`src/mopsCheckPkg.sv`:
```
package mopsCheckPkg;

  localparam int MsgWidth = 76;

  typedef logic [MsgWidth-1:0] msgT;

  // cob-id sits in the top 12 bits
  localparam int CobIdLsb = 64;
  localparam int CmdLsb   = 56;
  localparam int IndexLsb = 40;
  localparam int SubLsb   = 32;
  localparam int DataLsb  = 0;

  // cob-id bases with the node id in the low 7 bits
  localparam logic [11:0] NodeGuardBase = 12'h700;
  localparam logic [11:0] SdoRxBase     = 12'h600;
  localparam logic [11:0] SdoTxBase     = 12'h580;

  // sdo command bytes
  localparam logic [7:0] CmdReadReq  = 8'h40;
  localparam logic [7:0] CmdReadResp = 8'h43;
  localparam logic [7:0] CmdWriteReq = 8'h23;
  localparam logic [7:0] CmdWriteAck = 8'h60;

  // node state expected in a guard reply
  localparam logic [3:0] GuardStateNibble = 4'h5;

  // oscillator trim loopback pattern
  localparam msgT TrimPattern = 76'h555_AAAA_AAAA_AAAA_AAAA;

  typedef enum logic [2:0]
  {
    RuleNone     = 3'd0,
    RuleGuard    = 3'd1,
    RuleSdoRead  = 3'd2,
    RuleSdoWrite = 3'd3,
    RuleTrim     = 3'd4,
    RuleEcho     = 3'd5
  } ruleT;

endpackage
```
`src/mopsCheckTop.sv`:
```
`timescale 1ns/1ps

module mopsCheckTop
#(
  parameter int CountWidth = 16
)
(
  input  logic                  clk,
  input  logic                  rst,
  input  logic                  reqMsg,
  input  logic                  trimStart,
  input  mopsCheckPkg::msgT     requestData,
  input  logic                  respMsg,
  input  mopsCheckPkg::msgT     responseData,
  input  logic [7:0]            busId,
  output logic                  checkValid,
  output logic                  checkGood,
  output mopsCheckPkg::ruleT    checkRule,
  output logic [CountWidth-1:0] passCount,
  output logic [CountWidth-1:0] failCount
);

  mopsCheckPkg::msgT  reqSnap;
  mopsCheckPkg::msgT  respReg;
  logic [7:0]         busIdReg;
  logic               respPending;
  logic               requestSeen;
  mopsCheckPkg::ruleT rule;

  requestCapture i_requestCapture
  (
    .clk          (clk),
    .rst          (rst),
    .reqMsg       (reqMsg),
    .trimStart    (trimStart),
    .requestData  (requestData),
    .respMsg      (respMsg),
    .responseData (responseData),
    .busId        (busId),
    .reqSnap      (reqSnap),
    .respReg      (respReg),
    .busIdReg     (busIdReg),
    .respPending  (respPending),
    .requestSeen  (requestSeen)
  );

  ruleDecode i_ruleDecode
  (
    .reqSnap     (reqSnap),
    .requestSeen (requestSeen),
    .rule        (rule)
  );

  responseCompare i_responseCompare
  (
    .clk         (clk),
    .rst         (rst),
    .respPending (respPending),
    .rule        (rule),
    .reqSnap     (reqSnap),
    .respReg     (respReg),
    .busIdReg    (busIdReg),
    .checkValid  (checkValid),
    .checkGood   (checkGood),
    .checkRule   (checkRule)
  );

  checkTally #(
    .CountWidth (CountWidth)
  ) i_checkTally
  (
    .clk        (clk),
    .rst        (rst),
    .checkValid (checkValid),
    .checkGood  (checkGood),
    .passCount  (passCount),
    .failCount  (failCount)
  );

endmodule

```
`src/checkTally.sv`:
```
`timescale 1ns/1ps

module checkTally
#(
  parameter int CountWidth = 16
)
(
  input  logic                  clk,
  input  logic                  rst,
  input  logic                  checkValid,
  input  logic                  checkGood,
  output logic [CountWidth-1:0] passCount,
  output logic [CountWidth-1:0] failCount
);

  logic passFull;
  logic failFull;

  assign passFull = &passCount;
  assign failFull = &failCount;

  // counters hold at all ones
  always_ff @(posedge clk)
  begin
    if (!rst)
    begin
      passCount <= '0;
      failCount <= '0;
    end
    else if (checkValid)
    begin
      if (checkGood && !passFull)
      begin
        passCount <= passCount + 1'b1;
      end
      else if (!checkGood && !failFull)
      begin
        failCount <= failCount + 1'b1;
      end
    end
  end

endmodule

```
`src/responseCompare.sv`:
```
`timescale 1ns/1ps

module responseCompare
(
  input  logic               clk,
  input  logic               rst,
  input  logic               respPending,
  input  mopsCheckPkg::ruleT rule,
  input  mopsCheckPkg::msgT  reqSnap,
  input  mopsCheckPkg::msgT  respReg,
  input  logic [7:0]         busIdReg,
  output logic               checkValid,
  output logic               checkGood,
  output mopsCheckPkg::ruleT checkRule
);

  logic [11:0]       reqCob;
  logic [11:0]       respCob;
  logic [7:0]        respCmd;
  logic [11:0]       sdoRespCob;
  logic              sdoAddrOk;
  logic              guardOk;
  logic              trimOk;
  logic              echoOk;
  logic              verdict;
  mopsCheckPkg::msgT trimExpect;

  assign reqCob  = reqSnap[mopsCheckPkg::CobIdLsb +: 12];
  assign respCob = respReg[mopsCheckPkg::CobIdLsb +: 12];
  assign respCmd = respReg[mopsCheckPkg::CmdLsb +: 8];

  // server reply goes out on 580h plus node id
  assign sdoRespCob = mopsCheckPkg::SdoTxBase + {5'd0, reqCob[6:0]};

  assign sdoAddrOk = (respCob == sdoRespCob)
    && (respReg[mopsCheckPkg::IndexLsb +: 16] == reqSnap[mopsCheckPkg::IndexLsb +: 16])
    && (respReg[mopsCheckPkg::SubLsb +: 8] == reqSnap[mopsCheckPkg::SubLsb +: 8]);

  assign guardOk = (respCob == reqCob)
    && (respCmd[3:0] == mopsCheckPkg::GuardStateNibble)
    && (respReg[mopsCheckPkg::IndexLsb +: 16] == 16'd0)
    && (respReg[mopsCheckPkg::SubLsb +: 8] == 8'd0)
    && (respReg[mopsCheckPkg::DataLsb +: 32] == 32'd0);

  // each bus echoes its own id in the subindex
  always_comb
  begin
    trimExpect = mopsCheckPkg::TrimPattern;
    trimExpect[mopsCheckPkg::SubLsb +: 8] = busIdReg;
  end

  assign trimOk = (respReg == trimExpect);
  assign echoOk = (respReg[mopsCheckPkg::MsgWidth-1:8] == reqSnap[mopsCheckPkg::MsgWidth-1:8]);

  always_comb
  begin
    case (rule)
      mopsCheckPkg::RuleGuard:    verdict = guardOk;
      mopsCheckPkg::RuleSdoRead:  verdict = sdoAddrOk && respCmd == mopsCheckPkg::CmdReadResp;
      mopsCheckPkg::RuleSdoWrite: verdict = sdoAddrOk && respCmd == mopsCheckPkg::CmdWriteAck;
      mopsCheckPkg::RuleTrim:     verdict = trimOk;
      mopsCheckPkg::RuleEcho:     verdict = echoOk;
      default:                    verdict = 1'b0;
    endcase
  end

  always_ff @(posedge clk)
  begin
    if (!rst)
    begin
      checkValid <= 1'b0;
      checkGood  <= 1'b0;
      checkRule  <= mopsCheckPkg::RuleNone;
    end
    else
    begin
      checkValid <= respPending;
      if (respPending)
      begin
        checkGood <= verdict;
        checkRule <= rule;
      end
    end
  end

endmodule

```
`src/ruleDecode.sv`:
```
`timescale 1ns/1ps

module ruleDecode
(
  input  mopsCheckPkg::msgT  reqSnap,
  input  logic               requestSeen,
  output mopsCheckPkg::ruleT rule
);

  logic [11:0] cobId;
  logic [7:0]  cmd;
  logic [6:0]  nodeId;
  logic        lowerZero;
  logic        guardRange;
  logic        sdoRxRange;

  assign cobId  = reqSnap[mopsCheckPkg::CobIdLsb +: 12];
  assign cmd    = reqSnap[mopsCheckPkg::CmdLsb +: 8];
  assign nodeId = cobId[6:0];

  // everything below the cob-id
  assign lowerZero = (reqSnap[mopsCheckPkg::CobIdLsb-1:0] == '0);

  // node id zero is not a valid node
  assign guardRange = (cobId[11:7] == mopsCheckPkg::NodeGuardBase[11:7]) && (nodeId != 7'd0);
  assign sdoRxRange = (cobId[11:7] == mopsCheckPkg::SdoRxBase[11:7]) && (nodeId != 7'd0);

  always_comb
  begin
    if (!requestSeen)
    begin
      rule = mopsCheckPkg::RuleNone;
    end
    else if (reqSnap == mopsCheckPkg::TrimPattern)
    begin
      rule = mopsCheckPkg::RuleTrim;
    end
    else if (guardRange && lowerZero)
    begin
      rule = mopsCheckPkg::RuleGuard;
    end
    else if (sdoRxRange && cmd == mopsCheckPkg::CmdReadReq)
    begin
      rule = mopsCheckPkg::RuleSdoRead;
    end
    else if (sdoRxRange && cmd == mopsCheckPkg::CmdWriteReq)
    begin
      rule = mopsCheckPkg::RuleSdoWrite;
    end
    else
    begin
      rule = mopsCheckPkg::RuleEcho;
    end
  end

endmodule

```
`src/requestCapture.sv`:
```
`timescale 1ns/1ps

module requestCapture
(
  input  logic              clk,
  input  logic              rst,
  input  logic              reqMsg,
  input  logic              trimStart,
  input  mopsCheckPkg::msgT requestData,
  input  logic              respMsg,
  input  mopsCheckPkg::msgT responseData,
  input  logic [7:0]        busId,
  output mopsCheckPkg::msgT reqSnap,
  output mopsCheckPkg::msgT respReg,
  output logic [7:0]        busIdReg,
  output logic              respPending,
  output logic              requestSeen
);

  mopsCheckPkg::msgT liveReq;
  logic              liveSeen;

  // a new request wins over the trim strobe
  always_ff @(posedge clk)
  begin
    if (!rst)
    begin
      liveReq  <= '0;
      liveSeen <= 1'b0;
    end
    else if (reqMsg)
    begin
      liveReq  <= requestData;
      liveSeen <= 1'b1;
    end
    else if (trimStart)
    begin
      liveReq  <= mopsCheckPkg::TrimPattern;
      liveSeen <= 1'b1;
    end
  end

  always_ff @(posedge clk)
  begin
    if (!rst)
    begin
      respPending <= 1'b0;
      requestSeen <= 1'b0;
    end
    else
    begin
      respPending <= respMsg;
      if (respMsg)
      begin
        requestSeen <= liveSeen;
      end
    end
  end

  // snapshot uses the request held before this edge
  always_ff @(posedge clk)
  begin
    if (respMsg)
    begin
      reqSnap  <= liveReq;
      respReg  <= responseData;
      busIdReg <= busId;
    end
  end

endmodule

```
`config.mk`:
```
export PLATFORM = sky130hd
export DESIGN_NAME = mopsCheckTop
export DESIGN_NICKNAME = d
export VERILOG_FILES = /design/src/mopsCheckPkg.sv /design/src/mopsCheckTop.sv /design/src/checkTally.sv /design/src/responseCompare.sv /design/src/ruleDecode.sv /design/src/requestCapture.sv
export SDC_FILE = /design/constraint.sdc
export NUM_CORES = 1
export LEC_CHECK = 0
export ABC_AREA = 1
export BUFFER_PORTS_ARGS = -buffer_cell sky130_fd_sc_hd__buf_2
export CORE_ASPECT_RATIO = 0.8
export CORE_MARGIN = 2
export CORE_UTILIZATION = 56
export CTS_CLUSTER_DIAMETER = 150
export DETAILED_ROUTE_END_ITERATION = 8
export GPL_TIMING_DRIVEN = 0
export HOLD_SLACK_MARGIN = 0.05
export PLACE_DENSITY = 0.8
export SLEW_MARGIN = 20
export SYNTH_ARGS = -nofsm -noshare
export SYNTH_HDL_FRONTEND = slang
export SYNTH_SLANG_ARGS = --single-unit
```
`constraint.sdc`:
```
create_clock -name clk -period 2.3 [get_ports clk]
set_clock_uncertainty 0.2 [all_clocks]
set_input_delay 0.46 -clock clk [delete_from_list [all_inputs] [get_ports clk]]
set_output_delay 0.46 -clock clk [all_outputs]
set_load 0.03 [all_outputs]
```
==> key figures, run 1 <==
Synth
  • Share of the synthesized area in the top cell type: 0.4143
  • Sequential share of the synthesized area: 0.6145
  • Syn Nets: about 1.4k
  • Avg Cell Area, Syn: 9.561 sq um
  • Area leader, netlist: edfxtp_1
  • Netlist cell types: 37
  • Synth area leaders: edfxtp_1 41%, dfxtp_1 20%, nand2_1 8.0%
  • YS warnings: 0
  • Post-Syn Instances: between 1k and 1.5k
  • Synth Register Bits: 276
  • Synth Cell Area: about 12,000 sq um

Global route
  • Overflow after GRT: 0
  • Vias in the first global route: 10.00k
  • Pin count of the biggest net entering global routing: 94
  • Tot GR Track Use: 0.3063
  • Initial antenna violation count: 0
  • First-pass GRT wire length: 51.46 mm

Layout
  • # diodes: 0
  • Final core occ: 0.7524
  • Final Net Count: 1,770
  • P&R area growth vs syn: 33.15%
  • Fill count: approximately 1.3k
  • Fraction of layout cells with a size suffix above 1: 0.1663
  • Post-route cell area: 15,440 sq um

Power
  • Power Density: 729.0 nW/um^2
  • Sequential Power Share: 0.518
  • Worst vdd ir: 800.5 uV
  • Clk network pwr share: 0.385
  • Int Pwr: 8.543 mW
  • Overall Power: 11.26 mW
  • Switching share of power: 0.2411
  • NetSw: 2.714 mW
  • Comb power frac: 0.097
  • Pleak: roughly 6.2 nW

Clock tree
  • Skew-Pair Late Insertion Delay: 0.55 ns
  • Clock Root Buffer: clkbuf_16
  • Clock Path Buffers: 3
  • Clk pin slew, worst setup/hold paths: 0.07 ns
  • Post-CTS setup buffers: 0
  • Sink Count: 276
  • H-tree levels: 1
  • Num CTS Buffers: 27
  • CTS tree: done

Die
  • Initial Util: 0.5651
  • Core area: 20,520 sq um
  • Die Y: 132.7 microns
  • Die Width: 164.9 microns
  • I/O Pins: 202
  • DIE AREA: 21,880 sq um
  • FP Rows: 47

Worst setup path
  • Crit. End Element: register
  • Critical path arrival: 2.39 ns
  • Crit. Startpoint: i_requestCapture.reqSnap[34]
  • CP Max Fanout: 4
  • RR Endpoint: i_responseCompare.checkGood
  • Reg-to-Reg Start: i_requestCapture.reqSnap[34]
  • Setup Crit Path Kind: register to register
  • Setup crit end: i_responseCompare.checkGood
  • Worst path required time: 2.51 ns
  • Reg2reg setup slack: 0.12 ns
  • R2R depth: 12
  • CP startpoint kind: register

Worst hold path
  • Hold path depth: 1
  • Hold Crit Class: input port to register

Timing
  • Actual slew at the worst max-slew pin: 0.7775 ns
  • Rel. slew slack: 0.4817
  • RSZ-0062 raised after global routing: no
  • Crit path time final: 2.178 ns
  • Period utilization: 0.9470
  • Endpoints failing setup: 0
  • Hold Violations, Final: 0
  • Max Freq: 459.1 MHz
  • Final Max Slew Viols: 0

Detailed routing
  • Drt pass-1 iters: 5
  • Wirelength, routed: 33.69 mm
  • Vias per inst: 5.397
  • Drc violations: 0
  • Initial DRC Count: 1,173
  • Final ANT Viol Nets: 0
  • Wire length per cell: 17.80 microns
  • Routed vias: 10.22k

Place
  • Post-DP HPWL: 21.06 mm
  • Placed cell areas: 12,970 sq um
  • GP Congestion: 0.9361
  • Port Buffer Count: 200

Job
  • MaxCap Viol Count: 0

Outcome
  • Status: finished clean
[cell usage in the layout (no fill, tap or decap), types with 5 or more instances in the layout]
master / count
a211oi_1: 38
a21oi_1: 65
buf_2: 202
clkbuf_1: 38
clkbuf_16: 27
dfxtp_1: 116
dlygate4sd3_1: 160
edfxtp_1: 160
inv_1: 128
inv_2: 6
nand2_1: 247
nand3_1: 43
nand4_1: 18
nor2_1: 169
nor2_2: 5
nor3_1: 57
o21ai_0: 23
xnor2_1: 54
xor2_1: 14
[stage by stage]
step	setup WS (ns)	std cells	hold slack, ns	TNS (ns)
2_1_floorplan	0.2986	1213	0.2086	0
3_3_place_gp	-1.424	1682	0.2123	-222.35
3_5_place_dp	-0.07363	1683	0.2138	-0.5809
4_1_cts	0.1114	1893	0.1799	0
5_1_grt	0.0007154	1893	0.1887	0
6_report	0.1218	1893	0.1583	0
[critical path, stage by stage (launching register included)]
cell and delay [ns]:
edfxtp_1 0.44, nor2_1 0.17, nand2_1 0.08, nor2_1 0.14
nand2_1 0.07, nor2_1 0.14, nand3_1 0.16, nand3_1 0.19
nor2_1 0.07, nand2_1 0.06, nand3_1 0.07, nor2_1 0.17
nor2_1 0.06
[layout make-up]
type                       instances  area (sq um)  share of cell area
buffer                            34         138.9            0.008994
clock buffer                      41         768.2             0.04975
clock inverter                     9         95.09            0.006158
inverter                         134         503.0             0.03257
multi-input combinational        769          3834              0.2483
sequential                       276          7127              0.4615
tap                              269         336.6             0.02180
timing repair buffer             361          2640              0.1710
[how the worst min path moves through the flow]
stage / end / startpoint / slack, ns
floorplan: i_requestCapture.reqSnap[0] / i_requestCapture.liveReq[0] / 0.21
global placement: i_requestCapture.reqSnap[50] / i_requestCapture.liveReq[50] / 0.21
detailed placement: i_requestCapture.reqSnap[30] / i_requestCapture.liveReq[30] / 0.21
CTS: i_requestCapture.respReg[21] / respMsg / 0.18
global route: i_requestCapture.respReg[21] / respMsg / 0.19
finish: i_requestCapture.respReg[21] / respMsg / 0.16
[repair_timing]
action                                  CTS  global route
resized for setup                         0             1
endpoints found under the hold margin   160             0
hold buffers                            160             0
endpoints found under the setup margin    0             1
[Yosys cell counts, drive strengths merged]
cell type and n:
nand2 252, nor2 174, edfxtp 160, inv 134, dfxtp 116, a21oi 67, nor3 60, xnor2 54
nand3 47, a211oi 38, clkbuf 28, o21ai 24, nand4 18, xor2 14, buf 6, nand3b 4
nor4 4, nor3b 3, a31oi 2, ha 2, o22ai 2, and2 1, o21a 1, o21bai 1
or2 1
[power groups by stage]
| stage | Sequential (mW) | Combinational [mW] | Clock [mW] |
|---|---|---|---|
| after floorplan | 5.84 | 0.472 | 0 |
| after global placement | 5.92 | 0.795 | 0 |
| after detailed placement | 5.92 | 0.826 | 0 |
| after CTS | 5.82 | 1.05 | 4.34 |
| after global routing | 5.86 | 1.19 | 4.57 |
| final | 5.83 | 1.09 | 4.33 |
[layer usage]
metal,share of wire,global-route usage,vias to the layer above
met5,0,0,-
met4,0.041,0.1246,0
met3,0.090,0.05831,111
met2,0.47,0.4967,569
met1,0.40,0.4068,4730
li1,-,-,4807
[cell families (layout without fill, tap and decap cells)]
group | Yosys count | count (layout) | share of synthesized area
buf+inv | 168 | 579 | 0.05535
fa+ha+maj | 2 | 2 | 0.002157
xor+xnor | 68 | 68 | 0.05135
simple gates | 564 | 564 | 0.2087
flops | 276 | 276 | 0.6145
compound gates | 135 | 135 | 0.06797
[sequential cells by signal (all words and copies together), names as in the netlist, 3 cells and up]
signal and cells:
i_checkTally.failCount 16, i_requestCapture.busIdReg 8, i_requestCapture.liveReq 76, i_requestCapture.respReg 76
i_requestCapture.reqSnap 76, i_checkTally.passCount 16, i_responseCompare.checkRule 3
Power figures use the tool's default switching activity.
==> inputs of run 2 (changes only) <==
--- a/config.mk
+++ b/config.mk
@@ -5,16 +5,15 @@
 export SDC_FILE = /design/constraint.sdc
 export NUM_CORES = 1
 export LEC_CHECK = 0
-export ABC_AREA = 1
 export BUFFER_PORTS_ARGS = -buffer_cell sky130_fd_sc_hd__buf_2
 export CORE_ASPECT_RATIO = 0.8
 export CORE_MARGIN = 2
-export CORE_UTILIZATION = 56
+export CORE_UTILIZATION = 55
 export CTS_CLUSTER_DIAMETER = 150
 export DETAILED_ROUTE_END_ITERATION = 8
 export GPL_TIMING_DRIVEN = 0
 export HOLD_SLACK_MARGIN = 0.05
-export PLACE_DENSITY = 0.8
+export PLACE_DENSITY = 0.79
 export SLEW_MARGIN = 20
 export SYNTH_ARGS = -nofsm -noshare
 export SYNTH_HDL_FRONTEND = slang
==> run 2 against run 1 <==
Effect of this change:
- the run now ends with setup timing left
- setup slack got worse by 0.48 ns
- final cell count is 21% lower
- non-clock buffer count fell by 28
- register-to-register slack lost 0.48 ns
- combinational power shrank 9.7%
- via count shrank 15%
- sequential share of layout area up 2.2 points
- worst hold slack got worse by 0.10 ns
- fmax decreased by 18%
- critical path depth fell by 5
- design area shrank 4.6%
- largest cell class unchanged
==> key figures, run 2 <==
Detailed routing
  • Vias per inst: 5.822 (was 5.397)
  • Final ANT Viol Nets: 0 (unchanged)
  • Routed vias: 8,709 (was 10.22k)
  • Drc violations: 0 (unchanged)
  • Initial DRC Count: 1,029 (was 1,173)
  • Drt pass-1 iters: 5 (unchanged)
  • Wirelength, routed: 31.91 mm (was 33.69 mm)
  • Wire length per cell: 21.33 microns (was 17.80 microns)

Worst setup path
  • Critical path arrival: 2.92 ns (was 2.39 ns)
  • Reg2reg setup slack: -0.36 ns (was 0.12 ns)
  • Worst path required time: 2.56 ns (was 2.51 ns)
  • RR Endpoint: i_responseCompare.checkGood (unchanged)
  • Max stage delay on crit path: 0.47 ns (was 0.44 ns)
  • R2R depth: 7 (was 12)
  • CP Max Fanout: 3 (was 4)
  • WP buf/inv: 0 (unchanged)
  • Crit-path slowest cell: edfxtp_1 (unchanged)
  • CP Cell Sequence: nor4_4 > nand3_1 > or3_4 > o21a_1 > a211o_1 > a2111o_1 > a31oi_1 (was nor2_1 > nand2_1 > nor2_1 > nand2_1 > nor2_1 > nand3_1 > nand3_1 > nor2_1 > nand2_1 > nand3_1 > nor2_1 > nor2_1)
  • Setup Crit Path Kind: register to register (unchanged)
  • CP startpoint kind: register (unchanged)
  • Crit. End Element: register (unchanged)
  • Reg-to-Reg Start: i_requestCapture.reqSnap[30] (was i_requestCapture.reqSnap[34])
  • Critical path's top delay family: compound AO/OA/AOI/OAI gates (was simple AND/OR/NAND/NOR gates)

Synth
  • Post-synth ARST share: 0 (unchanged)
  • Synth Cell Area: 11,050 sq um (was 11,600 sq um)
  • Netlist cell types: 45 (was 37)
  • Sequential share of the synthesized area: 0.6449 (was 0.6145)
  • Syn Nets: 1,024 (was 1,380)
  • Count leader, synth: edfxtp_1 (was nand2_1)
  • Area leader, netlist: edfxtp_1 (unchanged)
  • Avg Cell Area, Syn: 12.90 sq um (was 9.561 sq um)
  • Post-Syn Instances: 857 (was 1,213)
  • Synth Flop Type: edfxtp_1 (unchanged)
  • Synth Register Bits: 276 (unchanged)
  • YS warnings: 0 (unchanged)
  • Share of the synthesized area in the top cell type: 0.4347 (was 0.4143)
  • Synth top cells by count: 160 x edfxtp_1, 116 x dfxtp_1, 92 x xnor2_1 (was 247 x nand2_1, 169 x nor2_1, 160 x edfxtp_1)
  • Synth area leaders: edfxtp_1 43%, dfxtp_1 21%, xnor2_1 7.3% (was edfxtp_1 41%, dfxtp_1 20%, nand2_1 8.0%)
  • Post-synth EDFFs: 160 (unchanged)

Global route
  • Vias in the first global route: 8,435 (was 10.00k)
  • Pin count of the biggest net entering global routing: 106 (was 94)
  • Tot GR Track Use: 0.2908 (was 0.3063)
  • GR peak layer: met2 (unchanged)
  • Met1 usage: 0.3959 (was 0.4068)
  • Initial antenna violation count: 0 (unchanged)
  • Met2 GRT Util: 0.4741 (was 0.4967)
  • Grt met3 use: 0.06250 (was 0.05831)
  • Overflow after GRT: 0 (unchanged)
  • First-pass GRT wire length: 46.54 mm (was 51.46 mm)

Timing
  • RSZ-0062 raised after global routing: yes (was no)
  • Actual slew at the worst max-slew pin: 0.8514 ns (was 0.7775 ns)
  • Rel. slew slack: 0.4324 (was 0.4817)
  • PnR worst setup slack: -0.3621 ns (was 0.1218 ns)
  • Period utilization: 1.157 (was 0.9470)
  • Hold Violations, Final: 0 (unchanged)
  • Max Freq: 375.6 MHz (was 459.1 MHz)
  • Final Max Slew Viols: 0 (unchanged)
  • Crit path time final: 2.662 ns (was 2.178 ns)
  • Endpoints failing setup: 3 (was 0)

Outcome
  • Status: complete, but fails checks (was finished clean)
  • Failing checks: setup timing

Layout
  • Fraction of layout cells with a size suffix above 1: 0.2159 (was 0.1663)
  • Top flop regs: i_requestCapture.liveReq (76), i_requestCapture.reqSnap (76), i_requestCapture.respReg (76) (unchanged)
  • # diodes: 0 (unchanged)
  • Final Net Count: 1,379 (was 1,770)
  • Sequential cell area: 7127 sq um (unchanged)
  • Final core occ: 0.7466 (was 0.7524)
  • Area of the multi-input gates: 3928 sq um (was 3834 sq um)
  • Most frequent cells in the layout: 197 x buf_2, 160 x edfxtp_1, 121 x dlygate4sd3_1 (was 247 x nand2_1, 202 x buf_2, 169 x nor2_1)
  • Most common cell after layout, fill and taps aside: buf_2 (was nand2_1)
  • Fill count: 1,250 (was 1,316)
  • P&R area growth vs syn: 33.36% (was 33.15%)

Place
  • Port Buffer Count: 198 (was 200)
  • Post-DP HPWL: 20.67 mm (was 21.06 mm)
  • GP Congestion: 0.9948 (was 0.9361)

Worst hold path
  • Min-delay src: requestData[25] (was respMsg)
  • Hold EP: i_requestCapture.liveReq[25] (was i_requestCapture.respReg[21])
  • Hold Crit Class: input port to register (unchanged)
  • Hold path depth: 3 (was 1)

Power
  • Power Density: 769.7 nW/um^2 (was 729.0 nW/um^2)
  • Worst vdd ir: 482.9 uV (was 800.5 uV)
  • Pleak: 5.450 nW (was 6.241 nW)
  • Overall Power: 11.34 mW (was 11.26 mW)

Die
  • Die Width: 162.5 microns (was 164.9 microns)
  • I/O Pins: 202 (unchanged)
  • Core area: 19,740 sq um (was 20,520 sq um)
  • FP Rows: 46 (was 47)
  • Die Y: 130.8 microns (was 132.7 microns)
  • DIE AREA: 21,250 sq um (was 21,880 sq um)
  • Initial Util: 0.5598 (was 0.5651)

Clock tree
  • Num CTS Buffers: 26 (was 27)
  • Clk pin slew, worst setup/hold paths: 0.07 ns (about the same)
  • Skew-Pair Late Insertion Delay: 0.53 ns (was 0.55 ns)
  • Clock Path Buffers: 3 (unchanged)
  • CTS tree: done (unchanged)
  • Sink Count: 276 (unchanged)
  • H-tree levels: 1 (unchanged)
  • Clock Root Buffer: clkbuf_16 (unchanged)

Job
  • MaxCap Viol Count: 0 (unchanged)
[run 2: area by class of cell]
type	instances	area share
Clock buffer	33	0.04873
Inverter	5	0.001273
Timing Repair Buffer	327	0.1555
Sequential cell	276	0.4835
Buffer	40	0.01019
Multi-Input combinational cell	536	0.2665
Clock inverter	15	0.01188
Tap cell	264	0.02241
[run 2: report_power, final]
part / leakage [nW] / total (mW) / switching, mW / internal [mW]
clock: 0.437 / 4.52 / 1.86 / 2.66
sequential: 2.55 / 5.84 / 0.277 / 5.56
combinational: 2.46 / 0.984 / 0.465 / 0.519
[run 2: worst reg2reg max path: stages (launching register included)]
cell      delay (ns)
edfxtp_1        0.47
nor4_4          0.37
nand3_1         0.12
or3_4           0.39
o21a_1          0.22
a211o_1         0.29
a2111o_1        0.39
a31oi_1         0.14
[run 2: worst max-delay path by stage]
stage,from,end,slack [ns],depth (start not counted)
final,i_requestCapture.reqSnap[30],i_responseCompare.checkGood,-0.36,7
after global routing,i_requestCapture.reqSnap[30],i_responseCompare.checkGood,-0.44,7
after CTS,i_requestCapture.reqSnap[36],i_responseCompare.checkGood,-0.33,7
after detailed placement,i_requestCapture.reqSnap[71],i_responseCompare.checkGood,-0.50,7
after global placement,respMsg,i_requestCapture.requestSeen,-1.45,3
after floorplan,i_requestCapture.reqSnap[36],i_responseCompare.checkGood,-0.09,7
[run 2: logic make-up (layout without fill, tap and decap cells)]
| group | Yosys count | count (layout) | synth area share |
|---|---|---|---|
| buffers and inverters | 45 | 420 | 0.01528 |
| multiplexers | 3 | 3 | 0.002717 |
| AO/OA/AOI/OAI | 99 | 99 | 0.06668 |
| AND/OR/NAND/NOR | 328 | 328 | 0.1858 |
| flip-flops | 276 | 276 | 0.6449 |
| XOR/XNOR | 104 | 104 | 0.08242 |
| adder cells (fa/ha/maj) | 2 | 2 | 0.002264 |
[run 2: timing repair]
action,in CTS,in global routing
hold endpoints to repair,121,0
setup buffers,2,5
endpoints found under the setup margin,23,25
hold buffers,121,0
pin swaps,0,5
gates resized for setup,10,16
[run 2: routing by layer]
| layer | part of all wire | up-vias | wire, microns |
|---|---|---|---|
| met5 | 0 | - | 0 |
| met4 | 0.035 | 0 | 1129 |
| met3 | 0.10 | 95 | 3275 |
| met2 | 0.46 | 509 | 14730 |
| met1 | 0.40 | 4171 | 12770 |
| li1 | - | 3934 | - |
[run 2: metrics by stage]
stage	setup slack (ns)	std cells	area, sq um	setup TNS, ns	hold slack [ns]
floorplan	-0.08634	857	11070	-0.08634	0.2002
detailed placement	-0.5013	1320	12420	-15.56	0.2074
CTS	-0.3328	1491	14610	-0.3328	0.05327
global route	-0.4416	1496	14740	-0.7880	0.06603
global placement	-1.447	1319	12390	-235.61	0.2037
finish	-0.3621	1496	14740	-0.4079	0.05797
